`config.mk`:
```
export PLATFORM = sky130hd
export DESIGN_NAME = tg_top
export DESIGN_NICKNAME = d
export VERILOG_FILES = /design/src/common/tg_timing_pkg.sv /design/src/common/tg_meas_pkg.sv /design/src/verilog/tg_ctrl_decode.sv /design/src/verilog/tick_timer.sv /design/src/burst/burst_sequencer.sv /design/src/meas/meas_sequencer.sv /design/src/meas/adc_capture.sv /design/src/meas/meas_fifo.sv /design/src/verilog/tg_top.sv
export SDC_FILE = /design/constraint.sdc
export NUM_CORES = 2
export LEC_CHECK = 0
export BUFFER_PORTS_ARGS = -buffer_cell sky130_fd_sc_hd__buf_2
export CORE_MARGIN = 3
export CORE_UTILIZATION = 35
export DETAILED_ROUTE_END_ITERATION = 8
export HOLD_SLACK_MARGIN = 0.06
export PLACE_DENSITY = 0.47
export SETUP_SLACK_MARGIN = 0.3
export SLEW_MARGIN = 10
export SYNTH_ARGS = -nofsm -noshare
export SYNTH_HDL_FRONTEND = slang
export SYNTH_SLANG_ARGS = --single-unit
```
`constraint.sdc`:
```
create_clock -name clk -period 15.65 [get_ports clk]
set_clock_uncertainty 0.05 [all_clocks]
set_input_delay 1.565 -clock clk [delete_from_list [all_inputs] [get_ports clk]]
set_output_delay 1.565 -clock clk [all_outputs]
set_load 0.02 [all_outputs]
```
`src/common/tg_timing_pkg.sv`:
```
`default_nettype none

package tg_timing_pkg;

   // --------------------------------------------------
   // Burst timing words
   // --------------------------------------------------
   typedef logic [14:0] tick_t;   // 0.1 us ticks: delay, width, period, offset
   typedef logic [11:0] count_t;  // Pulse or skip count

   // Burst FSM
   typedef enum logic [3:0] {
      Idle          = 4'd0,
      Armed         = 4'd1,
      BurstStart    = 4'd2,  // Parameters latched, burst_start out
      PulseOffStart = 4'd3,  // Timer load settles
      PulseOff      = 4'd4,  // Delay or gap running
      PulseOnStart  = 4'd5,
      PulseOn       = 4'd6,  // Gate high
      BurstEnd      = 4'd7   // tdone, then re-arm or idle
   } tg_state_e;

   // --------------------------------------------------
   // Prescaler, 10 clocks per tick at 100 MHz
   // --------------------------------------------------
   localparam logic [3:0] PRESCALE_RELOAD = 4'd9;
   localparam logic [3:0] PRESCALE_FIRST  = 4'd7;  // Shortened first tick after load

endpackage

`default_nettype wire

```
`src/common/tg_meas_pkg.sv`:
```
`default_nettype none

package tg_meas_pkg;

   // Measurement scheduling FSM
   typedef enum logic [2:0] {
      MIdle       = 3'd0,
      MArmed      = 3'd1,
      MBurstStart = 3'd2,
      ConvForce   = 3'd3,  // Single forced conversion
      ConvWait    = 3'd4,  // Counting skipped pulses
      ConvDelay   = 3'd5,
      ConvStart   = 3'd6,  // Offset timer running
      ConvEnd     = 3'd7
   } meas_state_e;

   // Serial ADC FSM
   typedef enum logic [2:0] {
      AIdle     = 3'd0,
      SckOn     = 3'd1,
      SckOnWait = 3'd2,
      SckOff    = 3'd3,  // Falling step, SDO sampled here
      Unload    = 3'd4
   } adc_state_e;

   typedef logic [15:0] sample_t;   // Queue word
   typedef logic [10:0] maxcnt_t;   // Global conversion limit

   localparam int          ADC_BITS    = 35;  // SCK cycles per frame
   localparam int          SCK_STRETCH = 2;   // Extra high cycles after SckOn, minus one
   localparam int unsigned FORCE_DELAY = 4;   // Ticks before a forced conversion

endpackage

`default_nettype wire

```
`src/verilog/tg_ctrl_decode.sv`:
```
`timescale 1ns/1ps
`default_nettype none

module tg_ctrl_decode (
   input  logic       clk,
   input  logic       mrst,
   input  logic [7:0] control_i,   // rst, abt, arm, trig, meas_en, src_en, cont, ch_en
   input  logic       t_rst_i,
   input  logic       t_abt_i,
   input  logic       t_arm_i,
   input  logic       t_trig_i,
   input  logic       m_rst_i,
   input  logic       m_abt_i,
   input  logic       m_arm_i,
   input  logic       conv_i,
   output logic       t_clr_o,
   output logic       t_abt_o,
   output logic       t_arm_o,
   output logic       t_trig_rise_o,
   output logic       t_cont_o,
   output logic       src_en_o,
   output logic       m_clr_o,
   output logic       m_abt_o,
   output logic       m_arm_o,
   output logic       m_conv_req_o,
   output logic       q_clr_o
);
   logic trig_q;    // Merged trigger level
   logic trig_dly;  // For edge detect

   always_ff @(posedge clk) begin
      if (mrst) begin
         t_clr_o      <= 1'b1;  // Hold everything cleared
         m_clr_o      <= 1'b1;
         q_clr_o      <= 1'b1;
         t_abt_o      <= 1'b0;
         t_arm_o      <= 1'b0;
         trig_q       <= 1'b0;
         trig_dly     <= 1'b0;
         t_cont_o     <= 1'b0;
         src_en_o     <= 1'b0;
         m_abt_o      <= 1'b0;
         m_arm_o      <= 1'b0;
         m_conv_req_o <= 1'b0;
      end else begin
         // Channel side, a disabled channel acts as a held reset
         t_clr_o  <= control_i[7] | t_rst_i | ~control_i[0];
         t_abt_o  <= control_i[6] | t_abt_i;
         t_arm_o  <= control_i[5] | t_arm_i;
         trig_q   <= control_i[4] | t_trig_i;
         trig_dly <= trig_q;
         t_cont_o <= control_i[1];
         src_en_o <= control_i[2];
         // Measurement side also needs meas enable
         m_clr_o      <= control_i[7] | m_rst_i | ~control_i[3] | ~control_i[0];
         m_abt_o      <= control_i[6] | m_abt_i;
         m_arm_o      <= control_i[5] | m_arm_i;
         m_conv_req_o <= conv_i;
         q_clr_o      <= control_i[7] | m_rst_i;  // Hard resets only, queue survives disable
      end
   end

   assign t_trig_rise_o = trig_q & ~trig_dly;  // One cycle on rising edge

endmodule

`default_nettype wire

```
`src/verilog/tick_timer.sv`:
```
`timescale 1ns/1ps
`default_nettype none

module tick_timer import tg_timing_pkg::*; (
   input  logic  clk,
   input  logic  clr_i,
   input  logic  load_i,
   input  tick_t count_i,   // Ticks to run
   output logic  done_o
);
   logic [3:0] prescale;  // Clocks left in current tick
   tick_t      count;     // Ticks left

   // Done lands 10N-2 clocks after the load cycle
   always_ff @(posedge clk) begin
      if (clr_i) begin
         prescale <= PRESCALE_RELOAD;
         count    <= '0;
      end else if (load_i) begin
         prescale <= PRESCALE_FIRST;
         count    <= count_i;
      end else if (count != '0) begin
         if (prescale == 4'd0) begin
            prescale <= PRESCALE_RELOAD;
            count    <= count - 1'b1;
         end else begin
            prescale <= prescale - 1'b1;
         end
      end
   end

   assign done_o = (count == '0);

endmodule

`default_nettype wire

```
`src/burst/burst_sequencer.sv`:
```
`timescale 1ns/1ps
`default_nettype none

module burst_sequencer import tg_timing_pkg::*; (
   input  logic      clk,
   input  logic      clr_i,
   input  logic      abt_i,
   input  logic      arm_i,
   input  logic      trig_rise_i,
   input  logic      cont_i,      // Re-arm after each burst
   input  logic      src_en_i,    // RF gate allowed
   input  count_t    np_i,        // Pulses per burst
   input  tick_t     td_i,        // Delay to first pulse
   input  tick_t     tw_i,        // Pulse width
   input  tick_t     tf_i,        // Gap between pulses
   output logic      rf_gate_o,
   output logic      pulse_start_o,
   output logic      burst_start_o,
   output logic      tdone_o,
   output tg_state_e state_o
);
   tg_state_e state;
   count_t    np_l, npulses;     // Latched count, pulses left
   tick_t     td_l, tw_l, tf_l;
   tick_t     tm_val;            // Next timer value
   logic      tm_load;
   logic      tm_done;

   tick_timer u_timer (
      .clk     (clk),
      .clr_i   (clr_i),
      .load_i  (tm_load),
      .count_i (tm_val),
      .done_o  (tm_done)
   );

   // Parameters sampled at the trigger, one burst per trigger
   always_ff @(posedge clk) begin
      if (state == Armed && trig_rise_i) begin
         np_l <= np_i;
         td_l <= td_i;
         tw_l <= tw_i;
         tf_l <= tf_i;
      end
   end

   // --------------------------------------------------
   // Burst FSM
   // --------------------------------------------------
   always_ff @(posedge clk) begin
      if (clr_i || abt_i) begin
         state         <= Idle;
         rf_gate_o     <= 1'b0;
         pulse_start_o <= 1'b0;
         burst_start_o <= 1'b0;
         tdone_o       <= 1'b0;
         tm_load       <= 1'b0;
         npulses       <= '0;
      end else begin
         pulse_start_o <= 1'b0;  // Strobes last one cycle
         burst_start_o <= 1'b0;
         tdone_o       <= 1'b0;
         tm_load       <= 1'b0;
         case (state)
            Idle:
               if (arm_i) state <= Armed;
            Armed:
               if (trig_rise_i) begin
                  burst_start_o <= 1'b1;  // Meas side latches its set now
                  state         <= BurstStart;
               end
            BurstStart:
               if (np_l == '0 || tw_l == '0) begin
                  state <= BurstEnd;  // Empty burst, no pulses
               end else begin
                  npulses <= np_l;
                  tm_val  <= td_l;
                  tm_load <= 1'b1;
                  state   <= PulseOffStart;
               end
            PulseOffStart: state <= PulseOff;  // Timer takes load here
            PulseOff:
               if (tm_done) begin
                  rf_gate_o     <= src_en_i;  // Pulse runs even with gate off
                  pulse_start_o <= 1'b1;
                  tm_val        <= tw_l;
                  tm_load       <= 1'b1;
                  state         <= PulseOnStart;
               end
            PulseOnStart: begin
               npulses <= npulses - 1'b1;  // Counted at pulse start
               state   <= PulseOn;
            end
            PulseOn:
               if (tm_done) begin
                  rf_gate_o <= 1'b0;
                  if (npulses == '0) begin
                     state <= BurstEnd;
                  end else begin
                     tm_val  <= tf_l;
                     tm_load <= 1'b1;
                     state   <= PulseOffStart;
                  end
               end
            BurstEnd: begin
               tdone_o <= 1'b1;
               state   <= cont_i ? Armed : Idle;
            end
            default: state <= Idle;
         endcase
      end
   end

   assign state_o = state;

endmodule

`default_nettype wire

```
`src/meas/meas_sequencer.sv`:
```
`timescale 1ns/1ps
`default_nettype none

module meas_sequencer import tg_timing_pkg::*, tg_meas_pkg::*; (
   input  logic    clk,
   input  logic    clr_i,
   input  logic    abt_i,
   input  logic    arm_i,
   input  logic    conv_req_i,     // Forced conversion strobe
   input  logic    burst_start_i,
   input  logic    pulse_start_i,
   input  count_t  tc_i,           // Conversions per burst
   input  count_t  tk_i,           // Pulses skipped before the first
   input  count_t  ts_i,           // Pulses skipped between conversions
   input  tick_t   to_i,           // Offset into the pulse
   input  maxcnt_t max_count_i,    // Budget over all bursts
   output logic    conv_o
);
   meas_state_e state;
   count_t      tc_l, tk_l, ts_l;
   tick_t       to_l;
   count_t      mnpulses;   // Conversions left this burst
   count_t      mnskip;     // Pulses left to skip
   maxcnt_t     maxpulses;  // Budget left
   logic        conv_force;
   tick_t       tm_val;
   logic        tm_load;
   logic        tm_done;

   tick_timer u_timer (
      .clk     (clk),
      .clr_i   (clr_i),
      .load_i  (tm_load),
      .count_i (tm_val),
      .done_o  (tm_done)
   );

   always_ff @(posedge clk) begin
      if (burst_start_i) begin
         tc_l <= tc_i;
         tk_l <= tk_i;
         ts_l <= ts_i;
         to_l <= to_i;
      end
   end

   // --------------------------------------------------
   // Conversion scheduling
   // --------------------------------------------------
   always_ff @(posedge clk) begin
      if (clr_i || abt_i) begin
         state      <= MIdle;
         conv_o     <= 1'b0;
         conv_force <= 1'b0;
         tm_load    <= 1'b0;
      end else begin
         conv_o  <= 1'b0;
         tm_load <= 1'b0;
         if (conv_req_i) conv_force <= 1'b1;  // Held until taken
         case (state)
            MIdle: begin
               maxpulses <= max_count_i;  // Fresh budget each arm
               if (arm_i)           state <= MArmed;
               else if (conv_force) state <= ConvForce;
            end
            MArmed:
               if (burst_start_i)   state <= MBurstStart;
               else if (conv_force) state <= ConvForce;
            MBurstStart:
               if (tc_l == '0) begin
                  state <= MArmed;
               end else begin
                  mnpulses <= tc_l;
                  mnskip   <= tk_l;
                  state    <= ConvWait;
               end
            ConvForce: begin
               conv_force <= 1'b0;
               maxpulses  <= maxcnt_t'(1);  // Back to idle afterwards
               mnpulses   <= count_t'(1);
               tm_val     <= tick_t'(FORCE_DELAY);
               tm_load    <= 1'b1;
               state      <= ConvDelay;
            end
            ConvWait:
               if (burst_start_i) begin
                  state <= MBurstStart;  // Next burst restarts the count
               end else if (pulse_start_i) begin
                  if (mnskip == '0) begin
                     tm_val  <= to_l;
                     tm_load <= 1'b1;
                     state   <= ConvDelay;
                  end else begin
                     mnskip <= mnskip - 1'b1;
                  end
               end
            ConvDelay: state <= ConvStart;  // Timer load settles
            ConvStart:
               if (tm_done) begin
                  conv_o    <= 1'b1;
                  mnpulses  <= mnpulses - 1'b1;
                  maxpulses <= maxpulses - 1'b1;
                  state     <= ConvEnd;
               end
            ConvEnd:
               if (maxpulses == '0) begin
                  state <= MIdle;  // Budget spent, needs re-arm
               end else if (mnpulses == '0) begin
                  state <= MArmed;
               end else begin
                  mnskip <= ts_l;
                  state  <= ConvWait;
               end
            default: state <= MIdle;
         endcase
      end
   end

endmodule

`default_nettype wire

```
`src/meas/adc_capture.sv`:
```
`timescale 1ns/1ps
`default_nettype none

module adc_capture import tg_meas_pkg::*; (
   input  logic    clk,
   input  logic    clr_i,
   input  logic    conv_i,       // Start of conversion
   input  logic    adcf_sdo_i,   // Forward ADC data
   input  logic    adcr_sdo_i,   // Reverse ADC data
   output logic    adc_sck_o,
   output logic    wr_en_o,
   output sample_t wr_dat_o
);
   adc_state_e  state;
   logic [5:0]  acount;    // SCK periods left
   logic [1:0]  sck_time;  // High stretch
   logic [1:0]  widx;      // Queue word being unloaded
   logic [31:0] adcf_dat;  // Leading zero bits fall off the top
   logic [31:0] adcr_dat;

   always_ff @(posedge clk) begin
      if (clr_i) begin
         state     <= AIdle;
         adc_sck_o <= 1'b0;
         wr_en_o   <= 1'b0;
         widx      <= '0;
      end else begin
         wr_en_o <= 1'b0;
         case (state)
            AIdle:
               if (conv_i) begin
                  acount <= 6'(ADC_BITS);
                  state  <= SckOn;
               end
            SckOn: begin  // 4 high, 1 low
               adc_sck_o <= 1'b1;
               acount    <= acount - 1'b1;
               sck_time  <= 2'(SCK_STRETCH);
               state     <= SckOnWait;
            end
            SckOnWait:
               if (sck_time == '0) state <= SckOff;
               else                sck_time <= sck_time - 1'b1;
            SckOff: begin
               adc_sck_o <= 1'b0;
               adcf_dat  <= {adcf_dat[30:0], adcf_sdo_i};
               adcr_dat  <= {adcr_dat[30:0], adcr_sdo_i};
               state     <= (acount == '0) ? Unload : SckOn;
            end
            Unload: begin
               wr_en_o <= 1'b1;
               case (widx)  // 14-bit results, left aligned
                  2'd0:    wr_dat_o <= {adcf_dat[31:18], 2'b00};
                  2'd1:    wr_dat_o <= {adcf_dat[15:2], 2'b00};
                  2'd2:    wr_dat_o <= {adcr_dat[31:18], 2'b00};
                  default: wr_dat_o <= {adcr_dat[15:2], 2'b00};
               endcase
               widx <= widx + 1'b1;
               if (widx == 2'd3) state <= AIdle;
            end
            default: state <= AIdle;
         endcase
      end
   end

endmodule

`default_nettype wire

```
`src/meas/meas_fifo.sv`:
```
`timescale 1ns/1ps
`default_nettype none

module meas_fifo import tg_meas_pkg::*; #(
   parameter int MQ_AW = 8
) (
   input  logic           clk,
   input  logic           clr_i,
   input  logic           wr_en_i,
   input  sample_t        wr_dat_i,
   input  logic           rd_i,      // One cycle pop
   output sample_t        dat_o,     // Oldest word
   output logic [MQ_AW:0] count_o,
   output logic           half_o
);
   localparam logic [MQ_AW:0] DEPTH = 1 << MQ_AW;
   localparam logic [MQ_AW:0] HALF  = DEPTH >> 1;

   sample_t          mem [DEPTH];
   logic [MQ_AW-1:0] wptr, rptr;
   logic             wr, rd;

   assign wr = wr_en_i & (count_o != DEPTH);  // Full drops the write
   assign rd = rd_i & (count_o != '0);

   always_ff @(posedge clk) begin
      if (wr) mem[wptr] <= wr_dat_i;
   end

   always_ff @(posedge clk) begin
      if (clr_i) begin
         wptr    <= '0;
         rptr    <= '0;
         count_o <= '0;
         half_o  <= 1'b0;
      end else begin
         if (wr) wptr <= wptr + 1'b1;
         if (rd) rptr <= rptr + 1'b1;
         if (wr && !rd)      count_o <= count_o + 1'b1;
         else if (rd && !wr) count_o <= count_o - 1'b1;
         half_o <= (count_o >= HALF);
      end
   end

   assign dat_o = mem[rptr];

endmodule

`default_nettype wire

```
`src/verilog/tg_top.sv`:
```
`timescale 1ns/1ps
`default_nettype none

module tg_top import tg_timing_pkg::*, tg_meas_pkg::*; #(
   parameter int MQ_AW = 8   // Queue depth 2**MQ_AW
) (
   input  logic           clk,
   input  logic           mrst,
   input  logic [7:0]     control_i,
   input  logic           t_rst_i,
   input  logic           t_abt_i,
   input  logic           t_arm_i,
   input  logic           t_trig_i,
   input  logic           m_rst_i,
   input  logic           m_abt_i,
   input  logic           m_arm_i,
   input  logic           conv_i,
   input  count_t         np_i,
   input  tick_t          td_i,
   input  tick_t          tw_i,
   input  tick_t          tf_i,
   input  count_t         tc_i,
   input  count_t         tk_i,
   input  count_t         ts_i,
   input  tick_t          to_i,
   input  maxcnt_t        max_count_i,
   input  logic           adcf_sdo_i,
   input  logic           adcr_sdo_i,
   input  logic           mq_rd_i,
   output logic           rf_gate_o,
   output logic           adc_sck_o,
   output logic           conv_o,
   output logic           tdone_o,
   output tg_state_e      tstate_o,
   output sample_t        mq_dat_o,
   output logic [MQ_AW:0] mq_count_o,
   output logic           mhalf_o
);
   // --------------------------------------------------
   // Decoded controls and stage links
   // --------------------------------------------------
   logic t_clr, t_abt, t_arm, t_trig_rise, t_cont, src_en;
   logic m_clr, m_abt, m_arm, m_conv_req, q_clr;
   logic burst_start, pulse_start;
   logic wr_en;
   sample_t wr_dat;

   tg_ctrl_decode u_decode (
      .clk(clk), .mrst(mrst), .control_i(control_i),
      .t_rst_i(t_rst_i), .t_abt_i(t_abt_i), .t_arm_i(t_arm_i), .t_trig_i(t_trig_i),
      .m_rst_i(m_rst_i), .m_abt_i(m_abt_i), .m_arm_i(m_arm_i), .conv_i(conv_i),
      .t_clr_o(t_clr), .t_abt_o(t_abt), .t_arm_o(t_arm), .t_trig_rise_o(t_trig_rise),
      .t_cont_o(t_cont), .src_en_o(src_en), .m_clr_o(m_clr), .m_abt_o(m_abt),
      .m_arm_o(m_arm), .m_conv_req_o(m_conv_req), .q_clr_o(q_clr)
   );

   burst_sequencer u_burst (
      .clk(clk), .clr_i(t_clr), .abt_i(t_abt), .arm_i(t_arm), .trig_rise_i(t_trig_rise),
      .cont_i(t_cont), .src_en_i(src_en), .np_i(np_i), .td_i(td_i), .tw_i(tw_i),
      .tf_i(tf_i), .rf_gate_o(rf_gate_o), .pulse_start_o(pulse_start),
      .burst_start_o(burst_start), .tdone_o(tdone_o), .state_o(tstate_o)
   );

   meas_sequencer u_meas (
      .clk(clk), .clr_i(m_clr), .abt_i(m_abt), .arm_i(m_arm), .conv_req_i(m_conv_req),
      .burst_start_i(burst_start), .pulse_start_i(pulse_start), .tc_i(tc_i),
      .tk_i(tk_i), .ts_i(ts_i), .to_i(to_i), .max_count_i(max_count_i), .conv_o(conv_o)
   );

   adc_capture u_adc (
      .clk(clk), .clr_i(m_clr), .conv_i(conv_o), .adcf_sdo_i(adcf_sdo_i),
      .adcr_sdo_i(adcr_sdo_i), .adc_sck_o(adc_sck_o), .wr_en_o(wr_en), .wr_dat_o(wr_dat)
   );

   meas_fifo #(.MQ_AW(MQ_AW)) u_mq (
      .clk(clk), .clr_i(q_clr), .wr_en_i(wr_en), .wr_dat_i(wr_dat), .rd_i(mq_rd_i),
      .dat_o(mq_dat_o), .count_o(mq_count_o), .half_o(mhalf_o)
   );

endmodule

`default_nettype wire

```
# Word level (Yosys, flattened, before mapping)
# Memory sizes are Yosys's and may differ from the RTL's. A register that Yosys moved wholly into a read port is not among the register bits.
# Cells that the tools add are included.
# classes
addsub	15
magnitude_cmp	1
eq_ne	42
muxes	87
bitwise_logic	22
n_reduce_logical	65
# ops
operator	count
two-way mux 15 bit	13
two-way mux 12 bit	9
case mux 12 bit (3 select lines)	2
zero test 12 bit	5
two-way mux 3 bit	16
case mux 16 bit (3 select lines)	1
zero test 15 bit	3
case mux 15 bit (3 select lines)	1
two-way mux 4 bit	10
subtractor 12 x 1 -> 12 bit, second input constant	3
case mux 11 bit (3 select lines)	1
case mux 4 bit (8 select lines)	1
case mux 15 bit (2 select lines)	1
nonzero test 15 bit	2
subtractor 15 x 1 -> 15 bit, second input constant	2
case mux 12 bit (2 select lines)	1
case mux 3 bit (8 select lines)	1
inequality test 2 bit, second input constant	11
nonzero test 2 bit	11
two-way mux 9 bit	2
AND reduction 3 bit	6
adder 8 x 1 -> 8 bit, second input constant	2
equality test 4 x 3 -> 1 bit, second input constant	4
two-way mux 1 bit	16
47 further kinds	108
# word_totals
reg_bits	371
mem_bits_rw	4096
in_bits	140
elab_cells	288
mem_count	1
# memory_table
memory	depth	width	read_ports	rd_ports_with_merged_regs	wr	line	source
u_mq.mem	256	16	1	1	1	meas_fifo.sv:19	sample_t mem [DEPTH];

# Logic depth before layout (Yosys ltp)
# logic_depth
ltp_word	6
depth_mapped	12

# By module
# Synthesis repeated with hierarchy kept, for this count alone.
# hier_totals
hier_cells	8464
hier_area_um2	171946.2
# by_module_without_submodules
mod	instances	cells_each	area_per_inst_um2	seq_area_each_um2
meas_fifo	1	7299	157265.8	123678.6
meas_sequencer	1	362	4748.3	3153.0
burst_sequencer	1	290	3812.4	2562.5
adc_capture	1	209	3537.1	2722.6
tick_timer	2	136	1122.3	380.4
tg_ctrl_decode	1	32	337.8	240.2

# Worst setup path after synthesis
# Ideal clock, no wire load.
# synth_timing
path_kind	reg2reg
startpoint	register u_burst.state[1], in the netlist u_burst.state_o[1]
endpoint	register u_burst.np_l[0] (enable)
arrival_time_ns	4.791
required_ns	15.058
setup_slack_ns	10.267
path_stages_with_launch	5
path_buffers	1
path_cell_list	dfxtp_1 -> buf_1 -> inv_1 -> nand2_1 -> nor3_1
# synth_between
elab_chain_len	2
# synth_lines
item	line	source
start: declaration	burst_sequencer.sv:22	tg_state_e state;
start signal: assignment	burst_sequencer.sv:52	state <= Idle;
start signal: assignment	burst_sequencer.sv:66	if (arm_i) state <= Armed;
start signal: assignment	burst_sequencer.sv:70	state <= BurstStart;
equality test 4 x 1 -> 1 bit	burst_sequencer.sv:39	if (state == Armed && trig_rise_i) begin
logical AND 1 bit	burst_sequencer.sv:39	
end signal: assignment	burst_sequencer.sv:40	np_l <= np_i;
end: declaration	burst_sequencer.sv:23	count_t np_l, npulses;
# Every way passes these cells.
# A chain may end at the register's enable or synchronous reset.

==> qor.yml <==
outcome:
  status: "complete, no violations"
timing:
  period_share_pct: 57.5
  fin_ws_ns: 6.65
  setup_violations: 0
  relSlewSlack_pct: 9.10
  rsz0062_at_grt: "no"
  timing.fmax_ghz: 0.111
  drv_slew: 0
  final_hold_viol_count: 0
  tightest_slew_ns: 1.36
  fin_crit_ns: 9.00
  timing.setup.tns_ns: 0
critical_path:
  critical_path_peak_fanout: 76
  worstSetupStartpointType: "flop"
  cp-end-kind: "output port"
  worst-endpoint-arrival_ns: 7.38
  critPathKind: "reg -> out"
  worstReg2RegStart: "u_mq.count_o[0]"
  cp.required_ns: 14.04
die:
  io_pins: 174
  coreArea_um2: 432000
  die_w_um: 666
  initial_core_util_pct: 35.3
  fp.dieH_um: 666
  rows: 241
  dieArea_um2: 443000
cells_and_area:
  nets: 7974
  multi_input_area_um2: 32400
  n_fill_cell: 38187
  seq_area_um2: 118000
  drive_gt1_share_pct: 25.5
  stdcell_area_um2: 174000
  syn2layout_area_growth_pct: 14.5
  top_register: "u_mq.mem"
  largest_registers: "u_mq.mem x3584, u_adc.adcf_dat x32, u_adc.adcr_dat x32"
  largest_reg_flops: 3584
clock_tree:
  cts_max_level: 5
  cts_setup_buffers: 0
  numCtsBuffers: 426
  clk_pin_slew_ns: 0.06
  clockBufferDepth: 4
  cts-root-buf: "clkbuf_16"
  cts_sinks: 3960
  clock_latency_ns: 0.97
  cts_tree: "yes"
  hold_buffers: 0
  cts_resized: 0
detailed_routing:
  vias: 75097
  drt_drc_violations_left: 0
  ant_nets: 0
  vias_per_cell: 5.41
  drtPass1Iterations: 6
  routed_wl_um: 418000
  dr.first_iter.drc_count: 7862
  wl_per_cell_um: 30.1
power:
  power.density_nw_per_um2: 122
  p_leak_uw: 0.0524
  power_uw: 21200
  ir_worst_vdd_v: 0.000102
global_routing:
  antenna_found_initial: 24
  grt_pass1_wl_um: 592000
  grt_max_degree: 189
  grt_pass1_vias: 76913
  grt_use_total_pct: 18.6
  overflow: 0
place:
  place_congestion: 0.782
  dpl_cell_area_um2: 161000
  post-place-ws_ns: 7.19
  dp_hpwl_um: 244000
  io_buffer_count: 170
synthesis:
  synth_cell_types: 79
  yosys_warnings: 0
  synth.area.top_cells: "edfxtp_1 (76%), mux4_2 (12%), dfxtp_1 (1.5%), mux2i_1 (1.4%), nor2_1 (1.0%)"
  synthArstFlopShare_pct: 0
  ys_ff_latch: 3960
  ys_seq_area_share_pct: 77.3
  synthFlopType: "edfxtp_1"
  synth_edf_count: 3843
  synth_top_area_share_pct: 75.8
  syn-cell-area_um2: 152000
  synthCells: 7308
  yosysTopAreaCell: "edfxtp_1"
  post_synth.cell_area_avg_um2: 20.8
hold_path:
  hp-class: "reg -> reg"
  holdCritStartpoint: "u_adc.adcr_dat[16]"
run:
  cap_violations: 0
-- report_power, final --
group / internal [uW] / switching, uW / total (uW)
sequential: 11500 / 1.68 / 11500
clock: 5610 / 4120 / 9730
combinational: 14.7 / 12.8 / 27.5
-- synthesized netlist by cell type (all sizes together), types with 32 or more instances --
master  instances
nor2          420
a22o           61
a22oi         103
nand2         148
clkbuf        170
inv            57
xnor2          49
nor3           98
edfxtp       3843
a211oi         92
buf           247
o21ai          66
a221oi         32
nor2b          33
nor4           36
mux4          840
o22ai         168
a21oi         126
nand3          37
mux2i         212
dfxtp         117
-- cell families after synthesis --
| group | synth area share, % |
|---|---|
| compound gates | 3.65 |
| xor+xnor | 0.420 |
| buf+inv | 1.74 |
| flops | 77.3 |
| simple gates | 2.80 |
| other cells | 0.00246 |
| fa+ha+maj | 0.274 |
| mux | 13.8 |
-- layer usage --
layer | track usage (%) | routed length (um) | part of all wire, % | vias up
met1 | 26.4 | 183000 | 44 | 40734
met3 | 2.68 | 23700 | 5.7 | 521
met2 | 30.2 | 202000 | 48 | 2277
li1 | - | - | - | 31561
met4 | 4.14 | 9210 | 2.2 | 4
met5 | 0 | 23 | 0.0055 | -
-- final timing paths --
kind | endpoint | slack (ns) | cells past startpoint
max reg2reg | u_mq.mem[82][3] | 10.96 | 8
min reg2reg | u_adc.adcr_dat[17] | 0.38 | 0
min | u_adc.adcr_dat[17] | 0.38 | 0
max | mq_dat_o[8] | 6.65 | 12
-- placed cells by master (no fill, tap or decap), types with 69 or more instances in the layout --
master | Yosys | layout
clkbuf_16 | 0 | 434
nor2_1 | 420 | 293
buf_2 | 106 | 171
o22ai_1 | 168 | 168
clkbuf_1 | 170 | 104
mux2i_1 | 212 | 212
dfxtp_1 | 117 | 112
clkinv_2 | 0 | 69
a22oi_1 | 103 | 103
a21oi_1 | 126 | 125
clkinv_1 | 2 | 115
edfxtp_1 | 3843 | 3843
nor2_2 | 0 | 124
nor3_1 | 98 | 93
nand2_1 | 148 | 129
buf_4 | 61 | 294
a211oi_1 | 90 | 90
mux4_2 | 838 | 838
-- worst max-delay path, stage by stage (launching register included) --
cell and delay [ns]:
dfxtp_4 0.69, buf_12 0.52, buf_4 0.62, buf_4 0.66, buf_4 0.71, mux4_2 0.38, o22ai_1 0.08, or4_1 0.65
a211oi_2 0.39, o22ai_1 0.37, nor3_1 0.70, buf_4 0.21, buf_2 0.15
-- cell type report --
cell class                      count  area share, %
Sequential cell                  3960           67.5
Multi-Input combinational cell   2874           18.6
Clock buffer                      539           6.46
Tap cell                         5710           4.10
Timing Repair Buffer              481           1.94
Clock inverter                    241           1.22
Inverter                           59          0.127
Antenna cell                       11         0.0158
-- stage by stage --
step | util [%] | hold WS, ns | instances
finish | 40.4 | 0.376 | 13875
global route | 40.4 | 0.386 | 13868
CTS | 40.3 | 0.374 | 13862
detailed placement | 37.2 | 0.355 | 13082
global placement | 37.2 | 0.355 | 13081
floorplan | - | 0.350 | 7310
Power figures use the tool's default switching activity.
